==> src/design/xif_pkg.sv <==
/* Offload subsystem shared definitions */
package xif_pkg;

  // Data path and instruction widths
  localparam int XLEN       = 32;
  localparam int ILEN       = 32;
  localparam int NUM_REGS   = 32;

  // Program memory geometry, one word per entry
  localparam int PMEM_DEPTH = 64;
  localparam int PMEM_AW    = 6;

  // Width of the tag carried with each offloaded instruction
  localparam int ID_W       = 4;

  // Major opcodes understood by the core
  localparam logic [6:0] OPC_OP_IMM  = 7'b0010011;
  localparam logic [6:0] OPC_OP      = 7'b0110011;
  localparam logic [6:0] OPC_CUSTOM0 = 7'b0001011;
  // EXIT shares its encoding with SYSTEM
  localparam logic [6:0] OPC_EXIT    = 7'b1110011;

  // CUSTOM-0 functions the coprocessor implements
  localparam logic [2:0] F3_MUL    = 3'b000;
  localparam logic [2:0] F3_POPCNT = 3'b001;
  localparam logic [2:0] F3_REV    = 3'b010;

  // Exit code posted for an instruction nobody can execute
  localparam logic [30:0] EXIT_ILLEGAL = 31'h7FF;

  // Register-register layout
  typedef struct packed {
    logic [6:0] funct7;
    logic [4:0] rs2;
    logic [4:0] rs1;
    logic [2:0] funct3;
    logic [4:0] rd;
    logic [6:0] opcode;
  } r_fmt_t;

  // Register-immediate layout
  typedef struct packed {
    logic signed [11:0] imm;
    logic [4:0]         rs1;
    logic [2:0]         funct3;
    logic [4:0]         rd;
    logic [6:0]         opcode;
  } i_fmt_t;

  // One instruction word seen through either layout
  typedef union packed {
    r_fmt_t r_fmt;
    i_fmt_t i_fmt;
  } instr_u;

  // Core to coprocessor issue request
  typedef struct packed {
    logic            valid;
    instr_u          instr;
    logic [XLEN-1:0] rs1;
    logic [XLEN-1:0] rs2;
    logic [ID_W-1:0] id;
  } x_issue_req_t;

  // Coprocessor answer in the same cycle as the request
  typedef struct packed {
    logic ready;
    logic accept;
    logic writeback;
  } x_issue_resp_t;

  // Coprocessor to core result
  typedef struct packed {
    logic            valid;
    logic [ID_W-1:0] id;
    logic [4:0]      rd;
    logic [XLEN-1:0] data;
    logic            we;
  } x_result_t;

  // Retirement record, one per committed instruction
  typedef struct packed {
    logic            valid;
    logic [XLEN-1:0] pc;
    logic [ILEN-1:0] instr;
    logic [4:0]      rd;
    logic [XLEN-1:0] wdata;
    logic            we;
  } commit_t;

endpackage

==> src/design/offload_core.sv <==
`timescale 1ns/1ns
/* Sequential core with coprocessor offload */
module offload_core (
  input  logic                        clk_i,
  input  logic                        reset_i,
  output logic [xif_pkg::PMEM_AW-1:0] imem_addr_o,
  input  xif_pkg::instr_u             imem_rdata_i,
  output xif_pkg::x_issue_req_t       x_issue_req_o,
  input  xif_pkg::x_issue_resp_t      x_issue_resp_i,
  input  xif_pkg::x_result_t          x_result_i,
  output logic                        x_result_ready_o,
  output xif_pkg::commit_t            commit_o,
  output logic [31:0]                 tb_exit_o
);

  typedef enum logic [2:0] {
    FETCH,
    WAIT_MEM,
    EXEC,
    ISSUE,
    WAIT_RESULT,
    HALT
  } state_e;

  state_e                        state_q;
  logic [xif_pkg::XLEN-1:0]      pc_q;
  xif_pkg::instr_u               instr_q;
  logic [xif_pkg::ID_W-1:0]      id_cnt_q;
  logic                          wb_q;
  xif_pkg::commit_t              off_commit_q;

  logic [xif_pkg::XLEN-1:0]      regs [xif_pkg::NUM_REGS];
  logic [xif_pkg::XLEN-1:0]      rs1_val;
  logic [xif_pkg::XLEN-1:0]      rs2_val;
  logic [xif_pkg::XLEN-1:0]      imm_ext;
  logic [xif_pkg::XLEN-1:0]      local_wdata;

  logic                          is_addi;
  logic                          is_add;
  logic                          is_custom;
  logic                          is_exit;
  logic                          local_commit;
  logic                          issue_xfer;
  logic                          result_xfer;

  logic                          rf_we;
  logic [4:0]                    rf_waddr;
  logic [xif_pkg::XLEN-1:0]      rf_wdata;

  // Word address of the current pc
  assign imem_addr_o = pc_q[xif_pkg::PMEM_AW+1:2];

  // Register reads, x0 is hardwired to zero
  assign rs1_val = (instr_q.r_fmt.rs1 == 5'd0) ? '0 : regs[instr_q.r_fmt.rs1];
  assign rs2_val = (instr_q.r_fmt.rs2 == 5'd0) ? '0 : regs[instr_q.r_fmt.rs2];
  assign imm_ext = {{(xif_pkg::XLEN-12){instr_q.i_fmt.imm[11]}}, instr_q.i_fmt.imm};

  assign is_addi   = (instr_q.i_fmt.opcode == xif_pkg::OPC_OP_IMM) &&
                     (instr_q.i_fmt.funct3 == 3'b000);
  assign is_add    = (instr_q.r_fmt.opcode == xif_pkg::OPC_OP) &&
                     (instr_q.r_fmt.funct3 == 3'b000) &&
                     (instr_q.r_fmt.funct7 == 7'd0);
  assign is_custom = (instr_q.r_fmt.opcode == xif_pkg::OPC_CUSTOM0);
  assign is_exit   = (instr_q.r_fmt.opcode == xif_pkg::OPC_EXIT);

  assign local_wdata  = is_addi ? rs1_val + imm_ext : rs1_val + rs2_val;
  assign local_commit = (state_q == EXEC) && (is_addi || is_add);

  // Operands are read straight from the register file, which cannot change during ISSUE
  assign x_issue_req_o.valid = (state_q == ISSUE);
  assign x_issue_req_o.instr = instr_q;
  assign x_issue_req_o.rs1   = rs1_val;
  assign x_issue_req_o.rs2   = rs2_val;
  assign x_issue_req_o.id    = id_cnt_q;

  assign issue_xfer       = (state_q == ISSUE) && x_issue_resp_i.ready;
  assign x_result_ready_o = (state_q == WAIT_RESULT);
  assign result_xfer      = (state_q == WAIT_RESULT) && x_result_i.valid;

  // Single register file write port shared by local and offloaded results
  always_comb begin
    if (state_q == WAIT_RESULT) begin
      rf_we    = result_xfer && x_result_i.we && wb_q && (x_result_i.rd != 5'd0);
      rf_waddr = x_result_i.rd;
      rf_wdata = x_result_i.data;
    end else begin
      rf_we    = local_commit && (instr_q.r_fmt.rd != 5'd0);
      rf_waddr = instr_q.r_fmt.rd;
      rf_wdata = local_wdata;
    end
  end

  // Local work retires in EXEC, offloaded work one cycle after its result
  always_comb begin
    if (local_commit) begin
      commit_o.valid = 1'b1;
      commit_o.pc    = pc_q;
      commit_o.instr = instr_q;
      commit_o.rd    = instr_q.r_fmt.rd;
      commit_o.wdata = local_wdata;
      commit_o.we    = (instr_q.r_fmt.rd != 5'd0);
    end else begin
      commit_o = off_commit_q;
    end
  end

  always_ff @(posedge clk_i) begin
    if (reset_i) begin
      state_q            <= FETCH;
      pc_q               <= '0;
      id_cnt_q           <= '0;
      off_commit_q.valid <= 1'b0;
      tb_exit_o          <= '0;
    end else begin
      off_commit_q.valid <= result_xfer;
      // Capture the retirement record while pc still points at the offloaded instruction
      if (result_xfer) begin
        off_commit_q.pc    <= pc_q;
        off_commit_q.instr <= instr_q;
        off_commit_q.rd    <= x_result_i.rd;
        off_commit_q.wdata <= x_result_i.data;
        off_commit_q.we    <= x_result_i.we && wb_q && (x_result_i.rd != 5'd0);
      end
      case (state_q)
        FETCH:    state_q <= WAIT_MEM;
        WAIT_MEM: state_q <= EXEC;
        EXEC: begin
          if (is_addi || is_add) begin
            pc_q    <= pc_q + xif_pkg::XLEN'(4);
            state_q <= FETCH;
          end else if (is_custom) begin
            state_q <= ISSUE;
          end else if (is_exit) begin
            tb_exit_o <= {rs1_val[30:0], 1'b1};
            state_q   <= HALT;
          end else begin
            tb_exit_o <= {xif_pkg::EXIT_ILLEGAL, 1'b1};
            state_q   <= HALT;
          end
        end
        ISSUE: begin
          if (issue_xfer) begin
            id_cnt_q <= id_cnt_q + 1'b1;
            if (x_issue_resp_i.accept) begin
              state_q <= WAIT_RESULT;
            end else begin
              tb_exit_o <= {xif_pkg::EXIT_ILLEGAL, 1'b1};
              state_q   <= HALT;
            end
          end
        end
        WAIT_RESULT: begin
          if (result_xfer) begin
            pc_q    <= pc_q + xif_pkg::XLEN'(4);
            state_q <= FETCH;
          end
        end
        HALT:    state_q <= HALT;
        default: state_q <= FETCH;
      endcase
    end
  end

  always_ff @(posedge clk_i) begin
    if (state_q == WAIT_MEM) begin
      instr_q <= imem_rdata_i;
    end
    if (issue_xfer) begin
      wb_q <= x_issue_resp_i.writeback;
    end
    if (rf_we) begin
      regs[rf_waddr] <= rf_wdata;
    end
  end

endmodule

==> src/design/offload_top.sv <==
`timescale 1ns/1ns
/* Offload subsystem top */
module offload_top (
  input  logic                        clk_i,
  input  logic                        reset_i,
  input  logic                        prog_we_i,
  input  logic [xif_pkg::PMEM_AW-1:0] prog_addr_i,
  input  logic [xif_pkg::ILEN-1:0]    prog_data_i,
  output xif_pkg::commit_t            commit_o,
  output logic [31:0]                 tb_exit_o
);

  logic [xif_pkg::PMEM_AW-1:0] imem_addr;
  xif_pkg::instr_u             imem_rdata;
  xif_pkg::x_issue_req_t       x_issue_req;
  xif_pkg::x_issue_resp_t      x_issue_resp;
  xif_pkg::x_result_t          x_result;
  logic                        x_result_ready;

  prog_mem i_prog_mem (
    .clk_i   (clk_i),
    .we_i    (prog_we_i),
    .waddr_i (prog_addr_i),
    .wdata_i (prog_data_i),
    .raddr_i (imem_addr),
    .rdata_o (imem_rdata)
  );

  offload_core i_offload_core (
    .clk_i            (clk_i),
    .reset_i          (reset_i),
    .imem_addr_o      (imem_addr),
    .imem_rdata_i     (imem_rdata),
    .x_issue_req_o    (x_issue_req),
    .x_issue_resp_i   (x_issue_resp),
    .x_result_i       (x_result),
    .x_result_ready_o (x_result_ready),
    .commit_o         (commit_o),
    .tb_exit_o        (tb_exit_o)
  );

  xif_coprocessor i_xif_coprocessor (
    .clk_i            (clk_i),
    .reset_i          (reset_i),
    .x_issue_req_i    (x_issue_req),
    .x_issue_resp_o   (x_issue_resp),
    .x_result_o       (x_result),
    .x_result_ready_i (x_result_ready)
  );

endmodule

==> src/design/prog_mem.sv <==
`timescale 1ns/1ns
/* Program memory */
module prog_mem (
  input  logic                        clk_i,
  input  logic                        we_i,
  input  logic [xif_pkg::PMEM_AW-1:0] waddr_i,
  input  logic [xif_pkg::ILEN-1:0]    wdata_i,
  input  logic [xif_pkg::PMEM_AW-1:0] raddr_i,
  output xif_pkg::instr_u             rdata_o
);

  logic [xif_pkg::ILEN-1:0] mem [xif_pkg::PMEM_DEPTH];

  // Loader write port, used while the core sits in reset
  always_ff @(posedge clk_i) begin
    if (we_i) begin
      mem[waddr_i] <= wdata_i;
    end
  end

  // Registered read, data follows the address by one cycle
  always_ff @(posedge clk_i) begin
    rdata_o <= mem[raddr_i];
  end

endmodule

==> src/design/xif_coprocessor.sv <==
`timescale 1ns/1ns
/* CUSTOM-0 coprocessor */
module xif_coprocessor (
  input  logic                   clk_i,
  input  logic                   reset_i,
  input  xif_pkg::x_issue_req_t  x_issue_req_i,
  output xif_pkg::x_issue_resp_t x_issue_resp_o,
  output xif_pkg::x_result_t     x_result_o,
  input  logic                   x_result_ready_i
);

  localparam int CNT_W = $clog2(xif_pkg::XLEN);

  typedef enum logic [1:0] {
    IDLE,
    BUSY,
    DONE
  } state_e;

  state_e                   state_q;
  logic [CNT_W-1:0]         cnt_q;
  logic [xif_pkg::ID_W-1:0] id_q;
  logic [4:0]               rd_q;
  logic [xif_pkg::XLEN-1:0] mcand_q;
  logic [xif_pkg::XLEN-1:0] mplier_q;
  logic [xif_pkg::XLEN-1:0] res_q;

  logic [2:0]               f3;
  logic                     supported;
  logic                     start;
  logic [xif_pkg::XLEN-1:0] popcnt;
  logic [xif_pkg::XLEN-1:0] rev;

  assign f3        = x_issue_req_i.instr.r_fmt.funct3;
  assign supported = (x_issue_req_i.instr.r_fmt.opcode == xif_pkg::OPC_CUSTOM0) &&
                     ((f3 == xif_pkg::F3_MUL) || (f3 == xif_pkg::F3_POPCNT) ||
                      (f3 == xif_pkg::F3_REV));

  // Only one instruction in flight, so the channel opens only when idle
  assign x_issue_resp_o.ready     = (state_q == IDLE);
  assign x_issue_resp_o.accept    = supported;
  assign x_issue_resp_o.writeback = supported;

  assign start = x_issue_req_i.valid && (state_q == IDLE) && supported;

  // Single-cycle operations on rs1
  always_comb begin
    popcnt = '0;
    for (int i = 0; i < xif_pkg::XLEN; i++) begin
      popcnt  = popcnt + xif_pkg::XLEN'(x_issue_req_i.rs1[i]);
      rev[i]  = x_issue_req_i.rs1[xif_pkg::XLEN-1-i];
    end
  end

  assign x_result_o.valid = (state_q == DONE);
  assign x_result_o.id    = id_q;
  assign x_result_o.rd    = rd_q;
  assign x_result_o.data  = res_q;
  assign x_result_o.we    = 1'b1;

  always_ff @(posedge clk_i) begin
    if (reset_i) begin
      state_q <= IDLE;
      cnt_q   <= '0;
    end else begin
      case (state_q)
        IDLE: begin
          if (start) begin
            cnt_q   <= '0;
            state_q <= (f3 == xif_pkg::F3_MUL) ? BUSY : DONE;
          end
        end
        BUSY: begin
          cnt_q <= cnt_q + 1'b1;
          if (cnt_q == CNT_W'(xif_pkg::XLEN - 1)) begin
            state_q <= DONE;
          end
        end
        // Hold the result until the core takes it
        DONE: begin
          if (x_result_ready_i) begin
            state_q <= IDLE;
          end
        end
        default: state_q <= IDLE;
      endcase
    end
  end

  // MUL accumulates into res_q, one multiplier bit per cycle
  always_ff @(posedge clk_i) begin
    if (start) begin
      id_q     <= x_issue_req_i.id;
      rd_q     <= x_issue_req_i.instr.r_fmt.rd;
      mcand_q  <= x_issue_req_i.rs1;
      mplier_q <= x_issue_req_i.rs2;
      case (f3)
        xif_pkg::F3_POPCNT: res_q <= popcnt;
        xif_pkg::F3_REV:    res_q <= rev;
        default:            res_q <= '0;
      endcase
    end else if (state_q == BUSY) begin
      if (mplier_q[0]) begin
        res_q <= res_q + mcand_q;
      end
      mcand_q  <= mcand_q << 1;
      mplier_q <= mplier_q >> 1;
    end
  end

endmodule

==> config.mk <==
export PLATFORM = sky130hd
export DESIGN_NAME = offload_top
export DESIGN_NICKNAME = d
export VERILOG_FILES = /design/src/design/xif_pkg.sv /design/src/design/offload_core.sv /design/src/design/offload_top.sv /design/src/design/prog_mem.sv /design/src/design/xif_coprocessor.sv
export SDC_FILE = /design/constraint.sdc
export NUM_CORES = 2
export LEC_CHECK = 0
export ABC_AREA = 1
export BUFFER_PORTS_ARGS = -buffer_cell sky130_fd_sc_hd__buf_2
export CELL_PAD_IN_SITES_DETAIL_PLACEMENT = 1
export CELL_PAD_IN_SITES_GLOBAL_PLACEMENT = 2
export CORE_AREA = 2 2 555 612
export DETAILED_ROUTE_END_ITERATION = 7
export DIE_AREA = 0 0 557 614
export PLACE_DENSITY = 0.87
export SYNTH_ARGS = -nofsm -noshare
export SYNTH_HDL_FRONTEND = slang
export SYNTH_SLANG_ARGS = --single-unit
==> constraint.sdc <==
create_clock -name clk_i -period 14.4 [get_ports clk_i]
set_clock_uncertainty 0.05 [all_clocks]
set_input_delay 2.16 -clock clk_i [delete_from_list [all_inputs] [get_ports clk_i]]
set_output_delay 2.16 -clock clk_i [all_outputs]
set_load 0.01 [all_outputs]
==> flow_results.xml <==
<?xml version="1.0" encoding="UTF-8"?>
<metrics>
  <group name="die">
    <metric name="die_w" unit="µm">557</metric>
    <metric name="dieHeight" unit="µm">614</metric>
    <metric name="total_core_area" unit="mm²">0.337</metric>
    <metric name="initial_utilization" unit="%">43.7</metric>
    <metric name="floorplan.rows" unit="">224</metric>
    <metric name="floorplan.die_area" unit="mm²">0.342</metric>
    <metric name="boundaryPins" unit="">176</metric>
  </group>
  <group name="timing">
    <metric name="slew-limit-headroom" unit="%">-2.68</metric>
    <metric name="worst-slew-pin-transition" unit="ns">1.52</metric>
    <metric name="final_min_period_over_clock_period" unit="%">70.0</metric>
    <metric name="setup_repair_after_global_routing_missed_its_margin" unit="">no</metric>
    <metric name="post-route-min-period" unit="ns">10.09</metric>
    <metric name="postLayoutSetupSlackWorst" unit="ns">4.31</metric>
    <metric name="report.final.slew_viol_count" unit="">2</metric>
    <metric name="final.setup.tns" unit="ns">0</metric>
    <metric name="finalSetupViolations" unit="">0</metric>
    <metric name="hold_violations" unit="">0</metric>
    <metric name="max_freq" unit="MHz">99.2</metric>
  </group>
  <group name="setup_path">
    <metric name="crit_path_max_fanout" unit="">95</metric>
    <metric name="timing.critical_path.to_type" unit="">output pin</metric>
    <metric name="critical_path.slowest_cell" unit="">sky130_fd_sc_hd__buf_4</metric>
    <metric name="start_kind" unit="">flop</metric>
    <metric name="worst_path_largest_cell_delay" unit="ns">0.91</metric>
    <metric name="ff_to_ff_end" unit="">i_xif_coprocessor.res_q[4]</metric>
    <metric name="worst_setup_path_endpoint" unit="">commit_o[19]</metric>
    <metric name="critical_path_arrival" unit="ns">7.88</metric>
    <metric name="ff2ff_setup_slack" unit="ns">4.82</metric>
    <metric name="timing.critical_path.cells" unit="">buf_4, buf_4, o21ai_0, o22ai_1, o21ai_0, o21ai_0, nor2_1, nor2_2, ha_1, fa_1, nand2_1, nand2_1, o21ai_1, o21ai_0, a21oi_1, o21bai_2, a21oi_1, or2_2, nand3_1, nand2_1, buf_2</metric>
    <metric name="critical_path.most_common_cell" unit="">sky130_fd_sc_hd__o21ai_0</metric>
    <metric name="r2r_cells" unit="">26</metric>
    <metric name="timing_worst_setup_path_type" unit="">reg2out</metric>
    <metric name="required" unit="ns">12.19</metric>
  </group>
  <group name="placement">
    <metric name="globalplace.congestion" unit="">0.914</metric>
    <metric name="place_hpwl" unit="µm">308000</metric>
    <metric name="pre_cts_ws" unit="ns">5.04</metric>
    <metric name="place.port_buffers" unit="">173</metric>
    <metric name="dpl-instance-area" unit="mm²">0.153</metric>
  </group>
  <group name="clock_network">
    <metric name="cts-htree-levels" unit="">5</metric>
    <metric name="max-clock-path-buffers" unit="">4</metric>
    <metric name="clock_tree.root_cell" unit="">sky130_fd_sc_hd__clkbuf_16</metric>
    <metric name="post_cts_hold_buffer_count" unit="">0</metric>
    <metric name="cts_setup_buffers" unit="">0</metric>
    <metric name="cts_tree" unit="">yes</metric>
    <metric name="insertion_delay" unit="ns">0.97</metric>
    <metric name="numCtsBuffers" unit="">362</metric>
    <metric name="post_cts_resize_count" unit="">0</metric>
    <metric name="tritoncts_num_sinks" unit="">3421</metric>
    <metric name="clkSlewWorstSetupHoldPaths" unit="ns">0.06</metric>
  </group>
  <group name="cells_and_area">
    <metric name="finalInstanceArea" unit="mm²">0.165</metric>
    <metric name="nets_finish" unit="">12800</metric>
    <metric name="syn_to_final_growth" unit="%">11.9</metric>
    <metric name="multi_input_area" unit="mm²">0.0415</metric>
    <metric name="final_core_utilization" unit="%">48.9</metric>
    <metric name="regArea" unit="mm²">0.102</metric>
    <metric name="final_layout_size_suffix_gt1_share" unit="%">8.72</metric>
    <metric name="mostFrequentLayoutCells" unit="">3,306 x sky130_fd_sc_hd__edfxtp_1, 2,265 x sky130_fd_sc_hd__o21ai_0, 2,173 x sky130_fd_sc_hd__nor2_1, 1,111 x sky130_fd_sc_hd__nand2_1, 679 x sky130_fd_sc_hd__nand3_1</metric>
    <metric name="final_common_cell" unit="">sky130_fd_sc_hd__edfxtp_1</metric>
    <metric name="fillers" unit="">34900</metric>
  </group>
  <group name="status">
    <metric name="failed_checks" unit="">max-capacitance violations, max-slew violations</metric>
    <metric name="outcome" unit="">complete, but fails checks</metric>
  </group>
  <group name="yosys">
    <metric name="mappedNetlistArea" unit="mm²">0.147</metric>
    <metric name="async_flop_share" unit="%">0</metric>
    <metric name="synth_compound_gate_area_share" unit="%">14.9</metric>
    <metric name="synth_edf_count" unit="">3306</metric>
    <metric name="ys_ff_latch" unit="">3421</metric>
    <metric name="synthDominantAreaCellType" unit="">sky130_fd_sc_hd__edfxtp_1</metric>
    <metric name="synthDistinctLibCells" unit="">53</metric>
    <metric name="largest_family_of_logic_cells_by_synthesized_area" unit="">compound AO/OA/AOI/OAI gates</metric>
    <metric name="synth_fa_ha_area_share" unit="%">0.974</metric>
    <metric name="ys_dominant_reg_cell" unit="">sky130_fd_sc_hd__edfxtp_1</metric>
    <metric name="post_synth_inst_count" unit="">12700</metric>
    <metric name="yosys_warning_total" unit="">0</metric>
    <metric name="netlist_top_cells_area" unit="">sky130_fd_sc_hd__edfxtp_1 67%, sky130_fd_sc_hd__o21ai_0 7.7%, sky130_fd_sc_hd__nor2_1 5.8%, sky130_fd_sc_hd__o221ai_1 3.5%, sky130_fd_sc_hd__nand2_1 2.8%</metric>
    <metric name="synth-simple-area-share" unit="%">11.5</metric>
    <metric name="synth.area.mux_share" unit="%">0</metric>
    <metric name="yosysSeqAreaShare" unit="%">69.0</metric>
    <metric name="syn_area_per_cell" unit="µm²">11.5</metric>
    <metric name="synthDominantCellAreaShare" unit="%">67.5</metric>
    <metric name="post_synth_xor_xnor_area" unit="%">0.244</metric>
  </group>
  <group name="flow_run">
    <metric name="max-cap-violations" unit="">1</metric>
  </group>
  <group name="drt">
    <metric name="wl" unit="µm">555000</metric>
    <metric name="detail_route.wl_per_cell" unit="µm">31.8</metric>
    <metric name="postRouteAntennaNets" unit="">0</metric>
    <metric name="detail_route.vias_per_cell" unit="">6.42</metric>
    <metric name="drtPass1Iterations" unit="">6</metric>
    <metric name="detail_route.iter0.violations" unit="">13200</metric>
    <metric name="drcViolationCount" unit="">0</metric>
    <metric name="routed-via-count" unit="">112000</metric>
  </group>
  <group name="power">
    <metric name="worst_ir_drop_vdd" unit="mV">1.12</metric>
    <metric name="p_leak" unit="µW">0.0541</metric>
    <metric name="cell_pwr_density" unit="mW/mm²">291</metric>
    <metric name="power.total" unit="µW">47900</metric>
  </group>
  <group name="grt">
    <metric name="antenna_found_initial" unit="">31</metric>
    <metric name="grt_pass1_wl" unit="µm">796000</metric>
    <metric name="gr-usage-all-layers" unit="%">31.7</metric>
    <metric name="grt-ovfl-total" unit="">0</metric>
    <metric name="pin_count_of_the_biggest_net_entering_global_routing" unit="">231</metric>
    <metric name="via_count_of_the_first_global_routing_pass" unit="">117000</metric>
  </group>
  <group name="worst_hold_path">
    <metric name="hold_path_class" unit="">reg2reg</metric>
  </group>
</metrics>
-- sequential cells by signal, indices dropped and copies added, names as in the netlist, named ones only --
name and count:
i_prog_mem.mem 2048, i_offload_core.regs 1024, i_offload_core.off_commit_q 101, i_offload_core.instr_q 32
i_offload_core.tb_exit_o 32, i_prog_mem.rdata_o 32, i_xif_coprocessor.mcand_q 32, i_xif_coprocessor.mplier_q 32
i_xif_coprocessor.res_q 32, i_offload_core.pc_q 30, i_xif_coprocessor.cnt_q 5, i_xif_coprocessor.rd_q 5
i_offload_core.state_q 3, i_xif_coprocessor.state_q 2, i_offload_core.wb_q 1
-- layer usage --
layer,track usage (%),wire [µm]
met1,38.5,202000
met2,52.3,264000
met3,4.52,45900
met4,21.8,43100
met5,0,97
-- worst max-delay path, delay by kind of cell, from the launching register on --
kind            cells  cell delay (ns)
buf+inv             3             1.83
compound gates      9             2.31
simple gates        7             1.29
flops               1             0.86
fa+ha+maj           2             0.56
-- logic make-up (layout without fill, tap and decap cells) --
kind of cell / count (synthesis) / after routing
AO/OA/AOI/OAI: 3764 / 3764
XOR/XNOR: 41 / 41
adder cells (fa/ha/maj): 99 / 99
buffers and inverters: 1240 / 1394
flip-flops: 3421 / 3421
other: 1 / 48
AND/OR/NAND/NOR: 4182 / 4182
-- how the worst min path moves through the flow --
stage	slack [ns]	from	end	depth (start not counted)
3_3_place_gp	0.34	i_prog_mem.rdata_o[27]	i_offload_core.instr_q[27]	0
3_5_place_dp	0.34	i_prog_mem.rdata_o[29]	i_offload_core.instr_q[29]	0
6_report	0.35	i_prog_mem.rdata_o[7]	i_offload_core.instr_q[7]	0
5_1_grt	0.36	i_prog_mem.rdata_o[7]	i_offload_core.instr_q[7]	0
2_1_floorplan	0.34	i_prog_mem.rdata_o[0]	i_offload_core.instr_q[0]	0
4_1_cts	0.35	i_prog_mem.rdata_o[29]	i_offload_core.instr_q[29]	0
-- cell usage after synthesis (56+ instances only) --
cell type / number
sky130_fd_sc_hd__ha_1: 73
sky130_fd_sc_hd__o211ai_1: 65
sky130_fd_sc_hd__buf_2: 179
sky130_fd_sc_hd__o21ai_0: 2269
sky130_fd_sc_hd__nand3_1: 681
sky130_fd_sc_hd__nand2_1: 1113
sky130_fd_sc_hd__edfxtp_1: 3306
sky130_fd_sc_hd__o22ai_1: 392
sky130_fd_sc_hd__a21oi_1: 351
sky130_fd_sc_hd__dfxtp_1: 115
sky130_fd_sc_hd__nor2_1: 2265
sky130_fd_sc_hd__inv_1: 275
sky130_fd_sc_hd__o221ai_1: 581
sky130_fd_sc_hd__buf_1: 56
sky130_fd_sc_hd__clkbuf_1: 678
-- per-stage QoR --
stage / std cells / hold WS [ns]
6_report: 17500 / 0.354
5_1_grt: 17500 / 0.359
4_1_cts: 17500 / 0.352
3_5_place_dp: 16800 / 0.341
3_3_place_gp: 16800 / 0.343
2_1_floorplan: 12800 / 0.336
-- layout make-up --
cell class | instances | area share (%)
Sequential cell | 3421 | 61.7
Multi-Input combinational cell | 8120 | 25.2
Clock buffer | 470 | 5.95
Tap cell | 4520 | 3.43
Timing Repair Buffer | 452 | 1.92
Clock inverter | 183 | 1.06
Inverter | 289 | 0.700
Antenna cell | 14 | 0.0213
-- power breakdown --
part | leakage [µW] | internal, µW | switching, µW
sequential | 0.0307 | 15600 | 367
combinational | 0.0178 | 5640 | 17000
clock | 0.00564 | 5270 | 4010
total | 0.0541 | 26500 | 21400
Power figures use the tool's default switching activity.
